## src/ahbl_resp_mux.sv

```systemverilog
// Purely combinational; a dph_sel value of N_SLAVES selects the default responder with zero read data
`timescale 1ns/10ps

module ahbl_resp_mux #(
	parameter int W_DATA   = 32,
	parameter int N_SLAVES = 4,
	localparam int W_SEL   = $clog2(N_SLAVES + 1)
) (
	input  logic [W_SEL-1:0]           dph_sel,

	input  logic [N_SLAVES-1:0]        slv_hready_resp,
	input  logic [N_SLAVES-1:0]        slv_hresp,
	input  logic [N_SLAVES*W_DATA-1:0] slv_hrdata,   // Slave i in bits i*W_DATA upwards

	input  logic                       dflt_hready,
	input  logic                       dflt_hresp,

	output logic                       hready,
	output logic                       hresp,
	output logic [W_DATA-1:0]          hrdata
);

	// Default responder unless a slave index matches
	always_comb begin
		hready = dflt_hready;
		hresp  = dflt_hresp;
		hrdata = '0;
		for (int i = 0; i < N_SLAVES; i++) begin
			if (dph_sel == W_SEL'(i)) begin
				hready = slv_hready_resp[i];
				hresp  = slv_hresp[i];
				hrdata = slv_hrdata[i*W_DATA +: W_DATA];
			end
		end
	end

endmodule

```

## config.mk

```make
export PLATFORM = sky130hd
export DESIGN_NAME = ahbl_resp_mux
export DESIGN_NICKNAME = d
export VERILOG_FILES = /design/src/ahbl_resp_mux.sv
export SDC_FILE = /design/constraint.sdc
export NUM_CORES = 1
export LEC_CHECK = 0
export BUFFER_PORTS_ARGS = -buffer_cell sky130_fd_sc_hd__buf_2
export CAP_MARGIN = 20
export CORE_ASPECT_RATIO = 1.25
export CORE_MARGIN = 5
export CORE_UTILIZATION = 30
export DETAILED_ROUTE_END_ITERATION = 12
export PLACE_DENSITY = 0.92
export SETUP_SLACK_MARGIN = 0.05
export SYNTH_ARGS = -nofsm -noshare
export SYNTH_HDL_FRONTEND = slang
export SYNTH_SLANG_ARGS = --single-unit
```

## constraint.sdc

```tcl
create_clock -name vclk -period 1.6
set_input_delay 0.16 -clock vclk [all_inputs]
set_output_delay 0.16 -clock vclk [all_outputs]
set_load 0.005 [all_outputs]
```

==> impl_metrics.py <==
metrics = {
    "worst_setup_path": {
        "path_max_fanout": 22,
        "critical_path_arrival_ps": 1290,
        "start_kind": "input port",
        "cp-end-kind": "primary output",
        "worstSetupPathType": "input port to primary output",
        "worstPathRequired_ps": 1440,
    },
    "route": {
        "vias": 1535,
        "avgRoutedWirePerCell_um": 17.0,
        "drc_errors": 0,
        "vias_per_cell": 5.22,
        "first_pass_iters": 4,
        "wl_um": 5000,
        "drt_iter0_markers": 56,
        "antenna_left": 0,
    },
    "die": {
        "start_util": 0.308,
        "die_area_mm2": 0.00488,
        "ioPinCount": 175,
        "die_w_um": 63.5,
        "core-area_mm2": 0.00348,
        "chipHeight_um": 76.9,
        "row_count": 24,
    },
    "cells_and_area": {
        "drive_gt1_frac": 0.827,
        "fillers": 323,
        "layout.nets": 398,
        "clockBufferCount": 0,
        "layout_common_cells": "175 x buf_2, 34 x nor2b_1, 32 x mux4_2",
        "diodes": 0,
        "design.seq.count": 0,
        "synthToLayoutAreaGrowth_pct": 85.9,
        "final_cell_count_no_fill": 294,
        "seq_area_um2": 0,
        "multi_input_area_um2": 996,
        "layout_commonest_cell": "buf_2",
    },
    "place": {
        "dp_cells": 294,
        "place_congestion": 0.840,
        "port_buffers": 175,
    },
    "outcome": {
        "status": "finished clean",
    },
    "global_route": {
        "grt_pass1_vias": 1752,
        "gr-total-overflow": 0,
        "grt_max_degree": 35,
        "grt_antenna_before_repair": 0,
        "grt_use_total": 0.198,
        "grt_pass1_wl_um": 7990,
    },
    "sta": {
        "finalHoldViolCount": 0,
        "finalSetupTns_ps": 0,
        "setup_viol": 0,
        "rsz0062_at_grt": "false",
        "finalCritPeriodShare": 0.906,
        "drv_slew": 0,
        "relSlewSlack": 0.790,
        "holdWs_ps": 648,
        "fmax_mhz": 690,
        "final.min_clock_period_ps": 1450,
        "worstMarginPinSlew_ps": 316,
    },
    "yosys": {
        "synth_seq_area_share": 0,
        "ys_warn_count": 0,
        "syn_area_per_cell_um2": 12.3,
        "syn_area_mm2": 0.00107,
        "synth_cells": 87,
        "syn_nets": 228,
        "synth_cell_type_count": 11,
    },
    "flow_run": {
        "cap_violations": 0,
    },
    "clock_tree": {
        "cts_resized": 0,
        "hold_buffers": 0,
        "postCtsSetupBuffers": 0,
    },
    "power": {
        "leakage_nw": 1.06,
        "powerDensity_mw_per_mm2": 261,
        "ir_drop_mv": 0.259,
    },
    "min_path": {
        "min_path_type": "input port to primary output",
    },
}
==> metrics by stage <==
stage                      util  setup WS (ps)  power [mW]  instance area, um2
after floorplan               -            320       0.263                1070
after global placement    0.573            171       0.507                2000
after detailed placement  0.573            138       0.527                2000
after CTS                 0.573            138       0.529                2000
after global routing      0.573           73.3       0.576                2000
final                     0.573            150       0.520                2000
==> worst max-delay path: stages <==
cell,delay (ps)
buf_2,130
buf_12,200
mux4_2,520
nor2b_1,140
buf_2,120
==> metal layers <==
metal / share of wire / track usage / up-vias
met5: 0 / 0 / -
met4: 0.019 / 0.0291 / 0
met3: 0.093 / 0.0439 / 12
met2: 0.58 / 0.414 / 103
met1: 0.31 / 0.190 / 727
li1: - / - / 693
==> cells in the mapped netlist <==
library cell / number / share of area
buf_6: 3 / 0.031
inv_1: 2 / 0.0070
clkbuf_1: 3 / 0.010
a211oi_1: 2 / 0.014
buf_2: 5 / 0.023
nor2b_1: 34 / 0.20
a221oi_1: 2 / 0.016
mux4_2: 32 / 0.67
mux2i_1: 2 / 0.019
nor2_1: 1 / 0.0035
nand2b_1: 1 / 0.0058
==> worst paths after layout <==
kind              startpoint  slack (ps)  cells past startpoint          to
setup / recovery  dph_sel[0]         150                      5  hrdata[24]
hold / removal    dflt_hresp         650                      4       hresp
==> power by group <==
| part | switching [mW] | leakage, nW | internal [mW] |
|---|---|---|---|
| sequential | 0 | 0 | 0 |
| clock | 0 | 0 | 0 |
| combinational | 0.174 | 1.06 | 0.346 |
| total | 0.174 | 1.06 | 0.346 |
==> kinds of logic (layout without fill, tap and decap cells) <==
logic type / count (synthesis) / after routing / share of synthesized area
simple gates: 36 / 36 / 0.207
mux: 34 / 34 / 0.690
buf+inv: 13 / 181 / 0.0723
compound gates: 4 / 4 / 0.0303
==> cell type report <==
type / instances / share of cell area
multi-input combinational: 74 / 0.499
inverter: 2 / 0.00376
tap: 39 / 0.0245
timing repair buffer: 179 / 0.473
Note: power is estimated with default switching activity, not from simulation.
