===== src/ahbl_pkg.sv =====
// AHB-Lite codes shared by all blocks; only byte, halfword and word sizes are supported
package ahbl_pkg;

	// HTRANS codes, bit 1 set marks an active transfer
	localparam logic [1:0] htrans_idle   = 2'b00;
	localparam logic [1:0] htrans_busy   = 2'b01; // Treated like IDLE everywhere
	localparam logic [1:0] htrans_nonseq = 2'b10;
	localparam logic [1:0] htrans_seq    = 2'b11;

	// HSIZE codes
	localparam logic [2:0] hsize_byte = 3'b000;
	localparam logic [2:0] hsize_half = 3'b001;
	localparam logic [2:0] hsize_word = 3'b010;

	// HRESP, AHB-Lite only has the low bit
	localparam logic hresp_okay  = 1'b0;
	localparam logic hresp_error = 1'b1;

	// True when the byte address suits the transfer size
	function automatic logic size_aligned(
		input logic [1:0] addr_lsb,
		input logic [2:0] size
	);
		logic ok;
		case (size)
			hsize_byte: ok = 1'b1;
			hsize_half: ok = ~addr_lsb[0];
			hsize_word: ok = (addr_lsb == 2'b00);
			default:    ok = 1'b0; // Wider than the bus, never legal here
		endcase
		return ok;
	endfunction

endpackage

===== src/ahbl_mem_slave.sv =====
// Plain word memory without reset contents; byte lanes assume W_DATA is 32, sizes above word get ERROR
`timescale 1ns/10ps

module ahbl_mem_slave #(
	parameter int W_ADDR      = 32,
	parameter int W_DATA      = 32,
	parameter int MEM_WORDS   = 64,
	parameter int WAIT_STATES = 1
) (
	input  logic              clk,
	input  logic              rst_n,

	input  logic              hsel,
	input  logic              hready_in,   // Combined hready, high ends the data phase
	input  logic [W_ADDR-1:0] haddr,
	input  logic              hwrite,
	input  logic [1:0]        htrans,
	input  logic [2:0]        hsize,
	input  logic [W_DATA-1:0] hwdata,

	output logic              hready_resp,
	output logic              hresp,
	output logic [W_DATA-1:0] hrdata
);

	localparam int N_LANES = W_DATA / 8;
	localparam int W_WORD  = $clog2(MEM_WORDS);
	localparam int W_WAIT  = (WAIT_STATES > 0) ? $clog2(WAIT_STATES + 1) : 1;

	logic [W_DATA-1:0] mem [MEM_WORDS];

	// Data phase state
	logic              dph_active;
	logic              dph_err;     // Misaligned, answered with ERROR
	logic              err_done;    // First error cycle has passed
	logic [W_WAIT-1:0] wait_cnt;
	logic              dph_write;
	logic [W_WORD+1:0] dph_addr;    // Byte address inside this slave
	logic [2:0]        dph_size;

	logic              take;
	logic [W_WORD-1:0] dph_word;
	logic [N_LANES-1:0] lane_mask;
	logic              wr_en;

	// Selected and active while the bus accepts a new address phase
	assign take = hsel && hready_in &&
		(htrans == ahbl_pkg::htrans_nonseq || htrans == ahbl_pkg::htrans_seq);

	always_ff @(posedge clk or negedge rst_n) begin
		if (!rst_n) begin
			dph_active <= 1'b0;
			dph_err    <= 1'b0;
			err_done   <= 1'b0;
			wait_cnt   <= '0;
		end else if (hready_in) begin
			dph_active <= take;
			dph_err    <= take && !ahbl_pkg::size_aligned(haddr[1:0], hsize);
			err_done   <= 1'b0;
			wait_cnt   <= '0;
		end else if (dph_active) begin
			if (dph_err)
				err_done <= 1'b1;
			else
				wait_cnt <= wait_cnt + 1'b1; // Stops at WAIT_STATES since we release hready there
		end
	end

	// Payload of the data phase, meaningful only with dph_active
	always_ff @(posedge clk) begin
		if (take) begin
			dph_write <= hwrite;
			dph_addr  <= haddr[W_WORD+1:0];
			dph_size  <= hsize;
		end
	end

	assign dph_word = dph_addr[W_WORD+1:2];

	// Response, idle phases answer ready and OKAY
	always_comb begin
		if (!dph_active)
			hready_resp = 1'b1;
		else if (dph_err)
			hready_resp = err_done; // Low then high, ERROR held for both cycles
		else
			hready_resp = (wait_cnt == W_WAIT'(WAIT_STATES));
	end

	assign hresp = (dph_active && dph_err) ? ahbl_pkg::hresp_error : ahbl_pkg::hresp_okay;

	// Byte lanes touched by the transfer
	always_comb begin
		case (dph_size)
			ahbl_pkg::hsize_byte: lane_mask = N_LANES'(1) << dph_addr[1:0];
			ahbl_pkg::hsize_half: lane_mask = N_LANES'(3) << {dph_addr[1], 1'b0};
			default:              lane_mask = '1; // Word, errors never reach the write port
		endcase
	end

	// Write lands on the edge that closes the data phase, hwdata is valid then
	assign wr_en = dph_active && !dph_err && dph_write && hready_in;

	always_ff @(posedge clk) begin
		if (wr_en) begin
			for (int b = 0; b < N_LANES; b++) begin
				if (lane_mask[b])
					mem[dph_word][8*b +: 8] <= hwdata[8*b +: 8];
			end
		end
	end

	assign hrdata = mem[dph_word]; // Sampled by the master only when hready_resp is high

	a_wait_bound: assert property (@(posedge clk) disable iff (!rst_n)
		wait_cnt <= W_WAIT'(WAIT_STATES))
		else $error("wait counter passed WAIT_STATES: %0d", wait_cnt);

endmodule


===== config.mk =====
export PLATFORM = sky130hd
export DESIGN_NAME = ahbl_mem_slave
export DESIGN_NICKNAME = d
export VERILOG_FILES = /design/src/ahbl_pkg.sv /design/src/ahbl_mem_slave.sv
export SDC_FILE = /design/constraint.sdc
export NUM_CORES = 2
export LEC_CHECK = 0
export BUFFER_PORTS_ARGS = -buffer_cell sky130_fd_sc_hd__buf_2
export CAP_MARGIN = 20
export CORE_ASPECT_RATIO = 1.75
export CORE_MARGIN = 1.5
export CORE_UTILIZATION = 45
export CTS_BUF_LIST = sky130_fd_sc_hd__clkbuf_2
export CTS_CLUSTER_SIZE = 24
export DETAILED_ROUTE_END_ITERATION = 12
export GPL_ROUTABILITY_DRIVEN = 1
export PLACE_DENSITY = 0.57
export SLEW_MARGIN = 20
export SYNTH_ARGS = -nofsm -noshare
export SYNTH_HDL_FRONTEND = slang
export SYNTH_SLANG_ARGS = --single-unit

===== constraint.sdc =====
create_clock -name clk -period 4.5 [get_ports clk]
set_input_delay 0.9 -clock clk [delete_from_list [all_inputs] [get_ports clk]]
set_output_delay 0.9 -clock clk [all_outputs]
set_load 0.01 [all_outputs]

==> results.json <==
{
  "power_density_nw_per_um2": 379,
  "ant_nets": 0,
  "worst_r2r_path_depth": 3,
  "synth_nets": 3749,
  "synth_edf_count": 2060,
  "drc": 0,
  "drt_wl_total_um": 238000,
  "slowest_delay_ns": 0.43,
  "drv_cap": 0,
  "yosysWarnings": 0,
  "syn_area_per_cell_um2": 21.6,
  "cts_tree": "done",
  "drive_above_1_share_pct": 40.6,
  "cp.required_ns": 3.60,
  "relSlewSlack_pct": 21.7,
  "syn_area_um2": 79500,
  "ys_seq_area_share_pct": 78.1,
  "clockBufferDepth": 4,
  "period_share_pct": 114,
  "htreeDepth": 5,
  "finalSetupViolCount": 32,
  "cts_buffers": 434,
  "ios": 108,
  "worst_slew_pin_slew_ns": 1.17,
  "via_count": 42000,
  "critPathMaxFanout": 11,
  "end_kind": "output pin",
  "synth_top_area_share_pct": 77.8,
  "multi_input_area_um2": 18200,
  "final.setup.tns_ns": -16.32,
  "wire_per_inst_um": 33.4,
  "max_freq_mhz": 195,
  "skew_ns": 0.133,
  "dp_hpwl_um": 153000,
  "start_util_pct": 45.4,
  "ys_ff_latch": 2070,
  "ir_drop_uv": 253,
  "core_region_area_um2": 175000,
  "path_depth": 10,
  "rsz0062_at_grt": "yes",
  "violations": "setup timing",
  "async_flop_share_pct": 0.193,
  "path_common_cell": "buf_4",
  "leakage_nw": 30.4,
  "hold_violations": 0,
  "antenna_found_initial": 20,
  "clock-root-buffer": "clkbuf_2",
  "grt_pass1_vias": 43700,
  "cp.arrival_ns": 4.22,
  "slew_viol_final": 0,
  "rows": 203,
  "dieArea_um2": 179000,
  "hp-class": "input pin to flop",
  "min_path_cells": 2,
  "seq_area_um2": 62100,
  "synth-main-ff-cell": "edfxtp_1",
  "clk_latency_ns": 1.66,
  "final_common_cell": "edfxtp_1",
  "synthDistinctLibCells": 46,
  "ys_top_cells_by_area": "edfxtp_1 78%, mux4_2 14%, nor2_1 1.4%",
  "die_w_um": 321,
  "path_clk_slew_ns": 0.14,
  "drtPass1Iterations": 8,
  "crit_chain": "buf_12, nor2b_1, nand2b_4, buf_6, o22ai_4, nor4_4, buf_4, a2bb2oi_1, buf_4, buf_2",
  "critPathTopFamily": "buffers and inverters",
  "synthCells": 3675,
  "crit_type": "flop to output pin",
  "cts_num_sinks": 2070,
  "dp_slack_ns": 0.380,
  "final_cell_mix": "2060 x edfxtp_1, 619 x clkbuf_2, 496 x mux4_2",
  "post-route-min-period_ns": 5.12,
  "yosys.area.top_type": "edfxtp_1",
  "area_growth_pct": 17.8,
  "drtIter0Drc": 4139,
  "via_per_inst": 5.90,
  "port-buffer-count": 82,
  "cp-start-kind": "flop",
  "nets": 4614,
  "gp_congestion": 0.868,
  "dp_cells": 6150,
  "n_fill_cell": 13800,
  "crit_buf_inv": 5,
  "grt_max_degree": 65,
  "dieHeight_um": 559,
  "grt_pass1_wl_um": 327000,
  "layout_setup_ws_ns": -0.625,
  "grt.total_usage_pct": 26.4,
  "run_status": "complete, but fails checks",
  "crit_path_top_delay_cell": "dfxtp_4",
  "finalNonFillerCells": 7117,
  "grt-ovfl-total": 0
}
==> cell families (layout without fill, tap and decap cells) <==
family | Yosys count | after routing | share of synthesized area (%)
flip-flops | 2070 | 2070 | 78.1
multiplexers | 616 | 616 | 15.6
AND/OR/NAND/NOR | 485 | 485 | 2.56
AO/OA/AOI/OAI | 285 | 285 | 2.40
buffers and inverters | 218 | 1386 | 1.31
XOR/XNOR | 1 | 1 | 0.0110
other | 0 | 19 | 0
==> sequential cells by signal (all words and copies together) (netlist names), named ones only <==
name,flops
mem,2048
dph_err,1
dph_write,1
wait_cnt,1
dph_addr,8
dph_size,3
dph_active,1
err_done,1
==> cells in the mapped netlist, types with 14 or more instances <==
cell type	number
clkbuf_1	96
buf_4	24
mux2i_1	96
buf_2	75
o221ai_1	17
edfxtp_1	2060
a21oi_1	27
a221oi_1	14
mux2_2	24
nor2_1	296
o22ai_1	135
o21ai_0	31
nor3_1	18
o22a_1	17
nor4_1	20
nand2_1	99
mux4_2	496
==> per-layer routing <==
| metal | wire (um) | GRT usage, % |
|---|---|---|
| met2 | 126000 | 46.8 |
| met4 | 14600 | 14.2 |
| met1 | 80700 | 29.9 |
| met5 | 84 | 0 |
| met3 | 16600 | 5.15 |
==> area by class of cell <==
| cell class | instances | area share [%] |
|---|---|---|
| Antenna cell | 19 | 0.0508 |
| Sequential cell | 2070 | 66.3 |
| Multi-Input combinational cell | 1387 | 19.5 |
| Clock buffer | 619 | 3.31 |
| Tap cell | 2255 | 3.01 |
| Inverter | 5 | 0.0201 |
| Clock inverter | 120 | 0.643 |
| Timing Repair Buffer | 642 | 7.14 |
==> where the power goes <==
group          leakage [nW]  total, mW  internal (mW)  switching (mW)
registers              18.6       21.2           21.2          0.0298
clock network          2.85       10.9           3.85            7.08
logic                  8.92       3.35           1.44            1.91
==> worst reg2reg max path: stages (launching register included) <==
cell,delay [ns]
edfxtp_1,0.53
nor3b_1,0.82
nand2_1,0.94
nor2_1,1.04
==> through the flow <==
stage                     util (%)  cell area [um2]  hold slack, ns  total power, mW
after floorplan                  -            79500           0.466             22.9
after global placement        48.4            84700           0.480             24.2
after detailed placement      48.4            84700           0.517             24.3
after CTS                     52.6            92100         0.00156             35.5
after global routing          53.5            93600          0.0172             36.7
final                         53.5            93600           0.102             35.5
==> final timing paths <==
path	from	slack (ns)	to
min reg2reg	err_done$_DFFE_PN0P_	0.56	err_done$_DFFE_PN0P_
min in group asynchronous	rst_n	0.22	err_done$_DFFE_PN0P_
max reg2reg	dph_addr[4]$_DFFE_PP_	0.74	mem[25][3]$_DFFE_PP_
max in group asynchronous	rst_n	4.10	dph_err$_DFFE_PN0P_
max	flop	-0.62	hrdata[11]
min	haddr[6]	0.10	dph_addr[6]$_DFFE_PP_
==> what timing repair did <==
item / CTS / global route
hold buffers: 57 / 0
pin swaps: 35 / 39
setup endpoints to repair: 32 / 32
buffers inserted: 85 / 55
cloned: 17 / 10
resized for setup: 341 / 166
hold endpoints to repair: 1054 / 0
Power figures use the tool's default switching activity.
