File: src/ahbl_pkg.sv
// AHB-Lite codes shared by all blocks; only byte, halfword and word sizes are supported
package ahbl_pkg;

	// HTRANS codes, bit 1 set marks an active transfer
	localparam logic [1:0] htrans_idle   = 2'b00;
	localparam logic [1:0] htrans_busy   = 2'b01; // Treated like IDLE everywhere
	localparam logic [1:0] htrans_nonseq = 2'b10;
	localparam logic [1:0] htrans_seq    = 2'b11;

	// HSIZE codes
	localparam logic [2:0] hsize_byte = 3'b000;
	localparam logic [2:0] hsize_half = 3'b001;
	localparam logic [2:0] hsize_word = 3'b010;

	// HRESP, AHB-Lite only has the low bit
	localparam logic hresp_okay  = 1'b0;
	localparam logic hresp_error = 1'b1;

	// True when the byte address suits the transfer size
	function automatic logic size_aligned(
		input logic [1:0] addr_lsb,
		input logic [2:0] size
	);
		logic ok;
		case (size)
			hsize_byte: ok = 1'b1;
			hsize_half: ok = ~addr_lsb[0];
			hsize_word: ok = (addr_lsb == 2'b00);
			default:    ok = 1'b0; // Wider than the bus, never legal here
		endcase
		return ok;
	endfunction

endpackage
File: src/ahbl_addr_decoder.sv
// Maps N_SLAVES regions of MEM_WORDS*4 bytes from address zero; MEM_WORDS must be a power of two
`timescale 1ns/10ps

module ahbl_addr_decoder #(
	parameter int W_ADDR    = 32,
	parameter int N_SLAVES  = 4,
	parameter int MEM_WORDS = 64,
	localparam int W_SEL    = $clog2(N_SLAVES + 1)
) (
	input  logic                clk,
	input  logic                rst_n,

	input  logic [W_ADDR-1:0]   haddr,
	input  logic [1:0]          htrans,
	input  logic                hready,   // Combined hready from the response mux

	output logic [N_SLAVES-1:0] hsel,
	output logic [W_SEL-1:0]    dph_sel,  // Value N_SLAVES means default responder
	output logic                dflt_hready,
	output logic                dflt_hresp
);

	localparam int OFS_BITS = $clog2(MEM_WORDS * 4); // Byte offset bits inside a region
	localparam int W_REGION = W_ADDR - OFS_BITS;

	logic [W_REGION-1:0] region;
	logic                active;
	logic                mapped;
	logic                dflt_err;  // Data phase belongs to an unmapped active transfer
	logic                dflt_rdy;

	assign region = haddr[W_ADDR-1:OFS_BITS];
	assign mapped = (region < W_REGION'(N_SLAVES));

	// BUSY falls through as inactive
	assign active = (htrans == ahbl_pkg::htrans_nonseq) || (htrans == ahbl_pkg::htrans_seq);

	// Address phase selects, purely combinational
	always_comb begin
		for (int i = 0; i < N_SLAVES; i++) begin
			hsel[i] = active && (region == W_REGION'(i));
		end
	end

	// Owner of the data phase, moves only when an address phase is accepted
	always_ff @(posedge clk or negedge rst_n) begin
		if (!rst_n) begin
			dph_sel <= W_SEL'(N_SLAVES);
		end else if (hready) begin
			if (active && mapped)
				dph_sel <= W_SEL'(region);
			else
				dph_sel <= W_SEL'(N_SLAVES); // Idle and unmapped both go to the default responder
		end
	end

	// Default responder
	// An unmapped active transfer pulls hready low for one cycle with ERROR,
	// then releases it with ERROR still up
	always_ff @(posedge clk or negedge rst_n) begin
		if (!rst_n) begin
			dflt_err <= 1'b0;
			dflt_rdy <= 1'b1;
		end else if (hready) begin
			dflt_err <= active && !mapped;
			dflt_rdy <= !(active && !mapped);
		end else begin
			dflt_rdy <= 1'b1; // Second error cycle, or some slave is stalling
		end
	end

	assign dflt_hready = dflt_rdy;
	assign dflt_hresp  = dflt_err ? ahbl_pkg::hresp_error : ahbl_pkg::hresp_okay;

	// At most one slave sees an address phase
	a_hsel_onehot: assert property (@(posedge clk) disable iff (!rst_n)
		$onehot0(hsel))
		else $error("decoder drove more than one hsel: %b", hsel);

	// Owner index never points past the default responder
	a_dph_sel_range: assert property (@(posedge clk) disable iff (!rst_n)
		dph_sel <= W_SEL'(N_SLAVES))
		else $error("dph_sel out of range: %0d", dph_sel);

endmodule

File: config.mk
export PLATFORM = sky130hd
export DESIGN_NAME = ahbl_addr_decoder
export DESIGN_NICKNAME = d
export VERILOG_FILES = /design/src/ahbl_pkg.sv /design/src/ahbl_addr_decoder.sv
export SDC_FILE = /design/constraint.sdc
export NUM_CORES = 1
export LEC_CHECK = 0
export BUFFER_PORTS_ARGS = -buffer_cell sky130_fd_sc_hd__buf_2
export CAP_MARGIN = 20
export CORE_AREA = 5 5 42 44
export CTS_CLUSTER_SIZE = 12
export DETAILED_ROUTE_END_ITERATION = 8
export DIE_AREA = 0 0 47 49
export PLACE_DENSITY_LB_ADDON = 0.3
export SETUP_SLACK_MARGIN = 0.1
export SLEW_MARGIN = 40
export SYNTH_ARGS = -nofsm -noshare
export SYNTH_HDL_FRONTEND = slang
export SYNTH_SLANG_ARGS = --single-unit
File: constraint.sdc
create_clock -name clk -period 1.5 [get_ports clk]
set_clock_uncertainty 0.1 [all_clocks]
set_input_delay 0.15 -clock clk [delete_from_list [all_inputs] [get_ports clk]]
set_output_delay 0.15 -clock clk [all_outputs]
set_load 0.01 [all_outputs]
==> results of run 1 <==
==> registers in the layout (all words and copies together), names as in the netlist <==
signal and cells:
dph_sel 3, dflt_err 1, dflt_hready 1
==> path summary, 6_finish.rpt <==
kind                          endpoint        from  slack, ns
max                            hsel[0]   haddr[28]      -0.23
min                        dflt_hready   htrans[1]       0.07
max reg2reg                 dph_sel[2]  dph_sel[2]       0.58
min reg2reg                 dph_sel[0]  dph_sel[0]       0.38
max in group asynchronous  dflt_hready       rst_n       0.95
min in group asynchronous   dph_sel[0]       rst_n       0.15
==> synthesized netlist by cell type, drive strengths merged (2+ instances only) <==
library cell / count / area share
dfrtp: 3 / 0.23
dfstp: 2 / 0.16
inv: 2 / 0.023
nand2: 3 / 0.034
nor2: 4 / 0.045
nor3: 3 / 0.045
nor4: 5 / 0.095
or4: 2 / 0.068
==> per-layer routing <==
layer  vias to the layer above  track usage  share of wire  routed length, µm
met1                       205        0.137           0.36                409
met5                         -            0              0                  0
met4                         0       0.0553          0.022                 25
met3                         3       0.0332           0.13                148
met2                        31        0.181           0.48                547
li1                        235            -              -                  -
==> cell type report <==
type	instances	area [µm²]
inverters	2	7.51
flip-flops and latches	5	128
clock buffers	4	26.3
fillers	141	732
well taps	16	20.0
multi-input cells	28	233
repair buffers	43	255
==> power by group <==
part / internal (mW) / total, mW / switching [mW] / leakage [nW]
Combinational: 0.0431 / 0.0781 / 0.0350 / 0.267
Sequential: 0.141 / 0.142 / 0.00158 / 0.0607
Clock: 0.101 / 0.156 / 0.0556 / 0.0150
==> logic make-up after synthesis <==
family | after synthesis | synth area share
and+or+nand+nor | 22 | 0.390
AOI/OAI and AO/OA | 5 | 0.144
DFF | 5 | 0.386
buffers and inverters | 4 | 0.0492
muxes | 1 | 0.0303
==> repair_timing <==
action                     in CTS  in global routing
setup endpoints to repair       6                  6
hold buffers                    1                  0
hold endpoints to repair        5                  0
buffers inserted                1                  0
resized for setup               3                  2
pin swaps                       5                  2
==> metrics by stage <==
step | hold slack [ns] | std cells
after floorplan | -0.246 | 37
after global placement | -0.137 | 92
after detailed placement | -0.130 | 92
after CTS | 0.0755 | 98
after global routing | 0.0816 | 98
final | 0.0741 | 98
==> critical path: cells and delay by family <==
| kind | cells | cell delay (ns) |
|---|---|---|
| AND/OR/NAND/NOR | 3 | 0.86 |
| buffers and inverters | 4 | 0.48 |
==> out/qor.yml, run 1 <==
outcome:
  run_status: "finished with violations"
  violations: "setup timing"
power_and_ir_drop:
  p_total_mw: 0.376
  irDropWorstVdd_mv: 0.186
  leakagePower_nw: 0.343
  p_per_area_nw_per_um2: 562
floorplan:
  pin_count: 46
  rows: 14
  die_x_um: 47
  core_region_area_um2: 1400
  dieArea_um2: 2300
  initial_core_util: 0.236
  fp.dieH_um: 49
grt:
  overflow: 0
  grt_util_all_layers: 0.115
  grt_pass1_wl_um: 2030
  grt_pass1_vias: 522
  grt_max_degree: 8
  antenna_found_initial: 0
placed_design:
  dpl_worst_slack_ns: -0.323
  port_buffers: 36
  place_congestion: 0.671
  dp_hpwl_um: 995
  dpl-instance-area_um2: 606
timing:
  period_needed_ns: 1.73
  hold_viol_final: 0
  drv_slew: 0
  setup_viol: 4
  fin_crit_sh: 1.16
  max_freq_mhz: 577
  tns_ns: -0.784
  fin_ws_ns: -0.233
  max_slew.worst_pin.slew_ns: 0.345
  slew_headroom: 0.768
  rsz0062_at_grt: "true"
synthesis:
  synth_edf_count: 0
  yosysSeqAreaShare: 0.386
  synth_area_um2: 330
  syn-instance-count: 37
  synth.net_count: 74
  synthFlopType: "dfrtp_1"
  ys_types: 21
  synthArstFlopShare: 1.00
  yosysWarnings: 0
  syn_avg_cell_area_um2: 8.93
  ys_seq_elements: 5
finish:
  drive_above_1_share: 0.659
  nNetsFinal: 120
  design_area_um2: 669
  mostFrequentLayoutCells: "buf_2 (34), nor2_1 (4), buf_6 (4), buf_4 (4)"
  syn2layout_area_growth_pct: 103
  final_common_cell: "buf_2"
  final_util: 0.478
  diodes: 0
cts:
  cts_tree: "done"
  clock_tree.root_cell: "clkbuf_4"
  cts_buffers: 3
  cts.path.max_buffers: 2
  clk_pin_slew_worst_paths_ns: 0.04
  h-tree-depth: 1
  clock_latency_ns: 0.24
  cts.sinks: 5
worst_setup_path:
  crit_type: "input port to output pin"
  cp_slowest_cell: "or4_4"
  path_common_cell: "buf_6"
  start_kind: "input port"
  crit_path_end_kind: "output pin"
  crit_arrival_ns: 1.48
  required_ns: 1.25
  max_stage_delay_ns: 0.52
  path_cells: "buf_6 > or4_4 > or2_1 > buf_6 > buf_6 > nor3_4 > buf_2"
  rr_worst_depth: 2
  worst-path-max-fanout: 5
detailed_routing:
  drt_iter0_markers: 4
  post_drt_wl_per_cell_um: 11.5
  finalWirelength_um: 1130
  drc: 0
  viasPerCell: 4.84
  vias: 474
  postRouteAntennaNets: 0
  dr.pass1.iters: 4
job:
  cap_violations: 0
hold_path:
  whs_path_depth: 2
  min_path_type: "input port to flip-flop"
Power figures use the tool's default switching activity.
==> inputs of run 2 (changes only) <==
clock period = 1.7 ns   (was 1.5 ns; I/O delays follow)
==> out/qor.yml, run 2 (synthesis results as in run 1) <==
placed_design:
  dpl-instance-area_um2: 582  # was 606 µm²
  place_inst: 91  # was 92
  dpl_worst_slack_ns: -0.239  # was -0.323 ns
  port_buffers: 36  # unchanged
  place_congestion: 0.671  # unchanged
  dp_hpwl_um: 955  # was 995 µm
timing:
  max_freq_mhz: 562
  fin_hold_ws_ns: 0.0955  # was 0.0741 ns
  setup_viol: 4  # unchanged
  fin_ws_ns: -0.0788  # was -0.233 ns
  tns_ns: -0.226  # was -0.784 ns
  max_slew.worst_pin.slew_ns: 0.327  # was 0.345 ns
  fin_crit_sh: 1.05
  drv_slew: 0  # unchanged
  period_needed_ns: 1.78
  rsz0062_at_grt: "true"  # unchanged
  hold_viol_final: 0  # unchanged
  slew_headroom: 0.780  # was 0.768
worst_setup_path:
  reg2reg_slack_ns: 0.77  # was 0.58 ns
  required_ns: 1.43  # was 1.25 ns
  worst_r2r_endpoint: "dph_sel[2]"  # unchanged
  start_kind: "input port"  # unchanged
  crit_type: "input port to output pin"  # unchanged
  cp_slowest_cell: "or4_4"  # unchanged
  max_stage_delay_ns: 0.52  # about the same
  cp-endpoint: "hsel[3]"  # was hsel[0]
  worst-path-max-fanout: 4  # was 5
  timing.rr.start: "dph_sel[2]"  # unchanged
  crit_arrival_ns: 1.51  # was 1.48 ns
  startpoint: "haddr[15]"  # was haddr[28]
  crit_path_end_kind: "output pin"  # unchanged
  rr_worst_depth: 2  # unchanged
  path_cells: "buf_6 > or4_4 > or2_4 > nor4_4 > buf_2"  # was buf_6 > or4_4 > or2_1 > buf_6 > buf_6 > nor3_4 > buf_2
cts:
  h-tree-depth: 1  # unchanged
  clk_pin_slew_worst_paths_ns: 0.04  # about the same
  cts_buffers: 3  # unchanged
  clock_latency_ns: 0.24  # about the same
  cts.path.max_buffers: 2  # unchanged
  clock_tree.root_cell: "clkbuf_4"  # unchanged
  cts.sinks: 5  # unchanged
  cts_tree: "done"  # unchanged
grt:
  grt_max_degree: 8  # unchanged
  overflow: 0  # unchanged
  antenna_found_initial: 0  # unchanged
  grt_pass1_vias: 474  # was 522
  grt_pass1_wl_um: 1820  # was 2030 µm
  grt_util_all_layers: 0.114  # was 0.115
finish:
  final_common_cell: "buf_2"  # unchanged
  largest_reg_flops: 3  # unchanged
  syn2layout_area_growth_pct: 99.2  # was 103%
  final_util: 0.470  # was 0.478
  finalNonFillerCells: 98  # unchanged
  drive_above_1_share: 0.671  # was 0.659
  design_area_um2: 658  # was 669 µm²
  nNetsFinal: 120  # unchanged
  top_register: "dph_sel"  # unchanged
  mostFrequentLayoutCells: "buf_2 (34), buf_4 (6), nor2_1 (4)"  # was buf_2 (34), nor2_1 (4), buf_6 (4), buf_4 (4)
  diodes: 0  # unchanged
detailed_routing:
  postRouteAntennaNets: 0  # unchanged
  dr.pass1.iters: 4  # unchanged
  vias: 479  # was 474
  drt_iter0_markers: 14  # was 4
  drc: 0  # unchanged
  finalWirelength_um: 1110  # was 1130 µm
  viasPerCell: 4.89  # was 4.84
  post_drt_wl_per_cell_um: 11.3  # was 11.5 µm
job:
  cap_violations: 0  # unchanged
floorplan:
  core_region_area_um2: 1400  # unchanged
  rows: 14  # unchanged
  die_x_um: 47  # unchanged
  fp.dieH_um: 49  # unchanged
  pin_count: 46  # unchanged
  dieArea_um2: 2300  # unchanged
  initial_core_util: 0.236  # unchanged
outcome:
  run_status: "finished with violations"  # unchanged
  violations: "setup timing"  # unchanged
power_and_ir_drop:
  p_per_area_nw_per_um2: 504  # was 562 nW/µm²
  irDropWorstVdd_mv: 0.228  # was 0.186 mV
  leakagePower_nw: 0.326  # was 0.343 nW
  p_total_mw: 0.332  # was 0.376 mW
hold_path:
  min_path_type: "input port to flip-flop"  # unchanged
==> run 2: cell count changes in the layout (fill, tap and decap cells not counted) <==
cell / before / now
buf_6: 4 / 2
nor3_4: 1 / 0
or2_1: 1 / 0
or2_4: 0 / 1
nor3_2: 1 / 2
buf_4: 4 / 6
==> run 2: per-layer routing <==
metal  vias to the layer above  part of all wire  global-route usage
li1                        234                 -                   -
met3                         4              0.13              0.0406
met1                       207              0.35               0.106
met4                         0             0.046               0.111
met2                        34              0.47               0.179
met5                         -                 0                   0
==> run 2: area by class of cell <==
| type | count | area, µm² |
|---|---|---|
| Fill cell | 144 | 743 |
| Sequential cell | 5 | 128 |
| Tap cell | 16 | 20.0 |
| Clock buffer | 4 | 26.3 |
| Inverter | 2 | 7.51 |
| Timing Repair Buffer | 43 | 248 |
| Multi-Input combinational cell | 28 | 229 |
==> run 2: power breakdown <==
| part | total, mW | internal, mW | switching [mW] |
|---|---|---|---|
| Sequential | 0.126 | 0.124 | 0.00184 |
| Clock | 0.138 | 0.0888 | 0.0494 |
| Combinational | 0.0675 | 0.0376 | 0.0299 |
| Total | 0.332 | 0.250 | 0.0812 |
==> run 2: worst min-delay path by stage <==
stage / startpoint / to / slack (ns) / cells after the start
finish: hready / dflt_hready / 0.1 / 2
global route: htrans[1] / dflt_hready / 0.11 / 2
CTS: hready / dflt_hready / 0.09 / 2
detailed placement: rst_n / dflt_err / -0.11 / 1
global placement: rst_n / dflt_err / -0.12 / 1
floorplan: rst_n / dflt_err / -0.23 / 0
==> run 2: worst max-delay path: cells and delay by family <==
kind	cells	cell delay [ns]
AND/OR/NAND/NOR	3	1.08
buffers and inverters	2	0.26
==> run 2: repair_timing <==
action / in CTS / in global routing
hold buffers: 1 / 0
setup endpoints to repair: 5 / 5
pin swaps: 4 / 2
setup buffers: 1 / 1
gates resized for setup: 4 / 2
endpoints found under the hold margin: 5 / 0
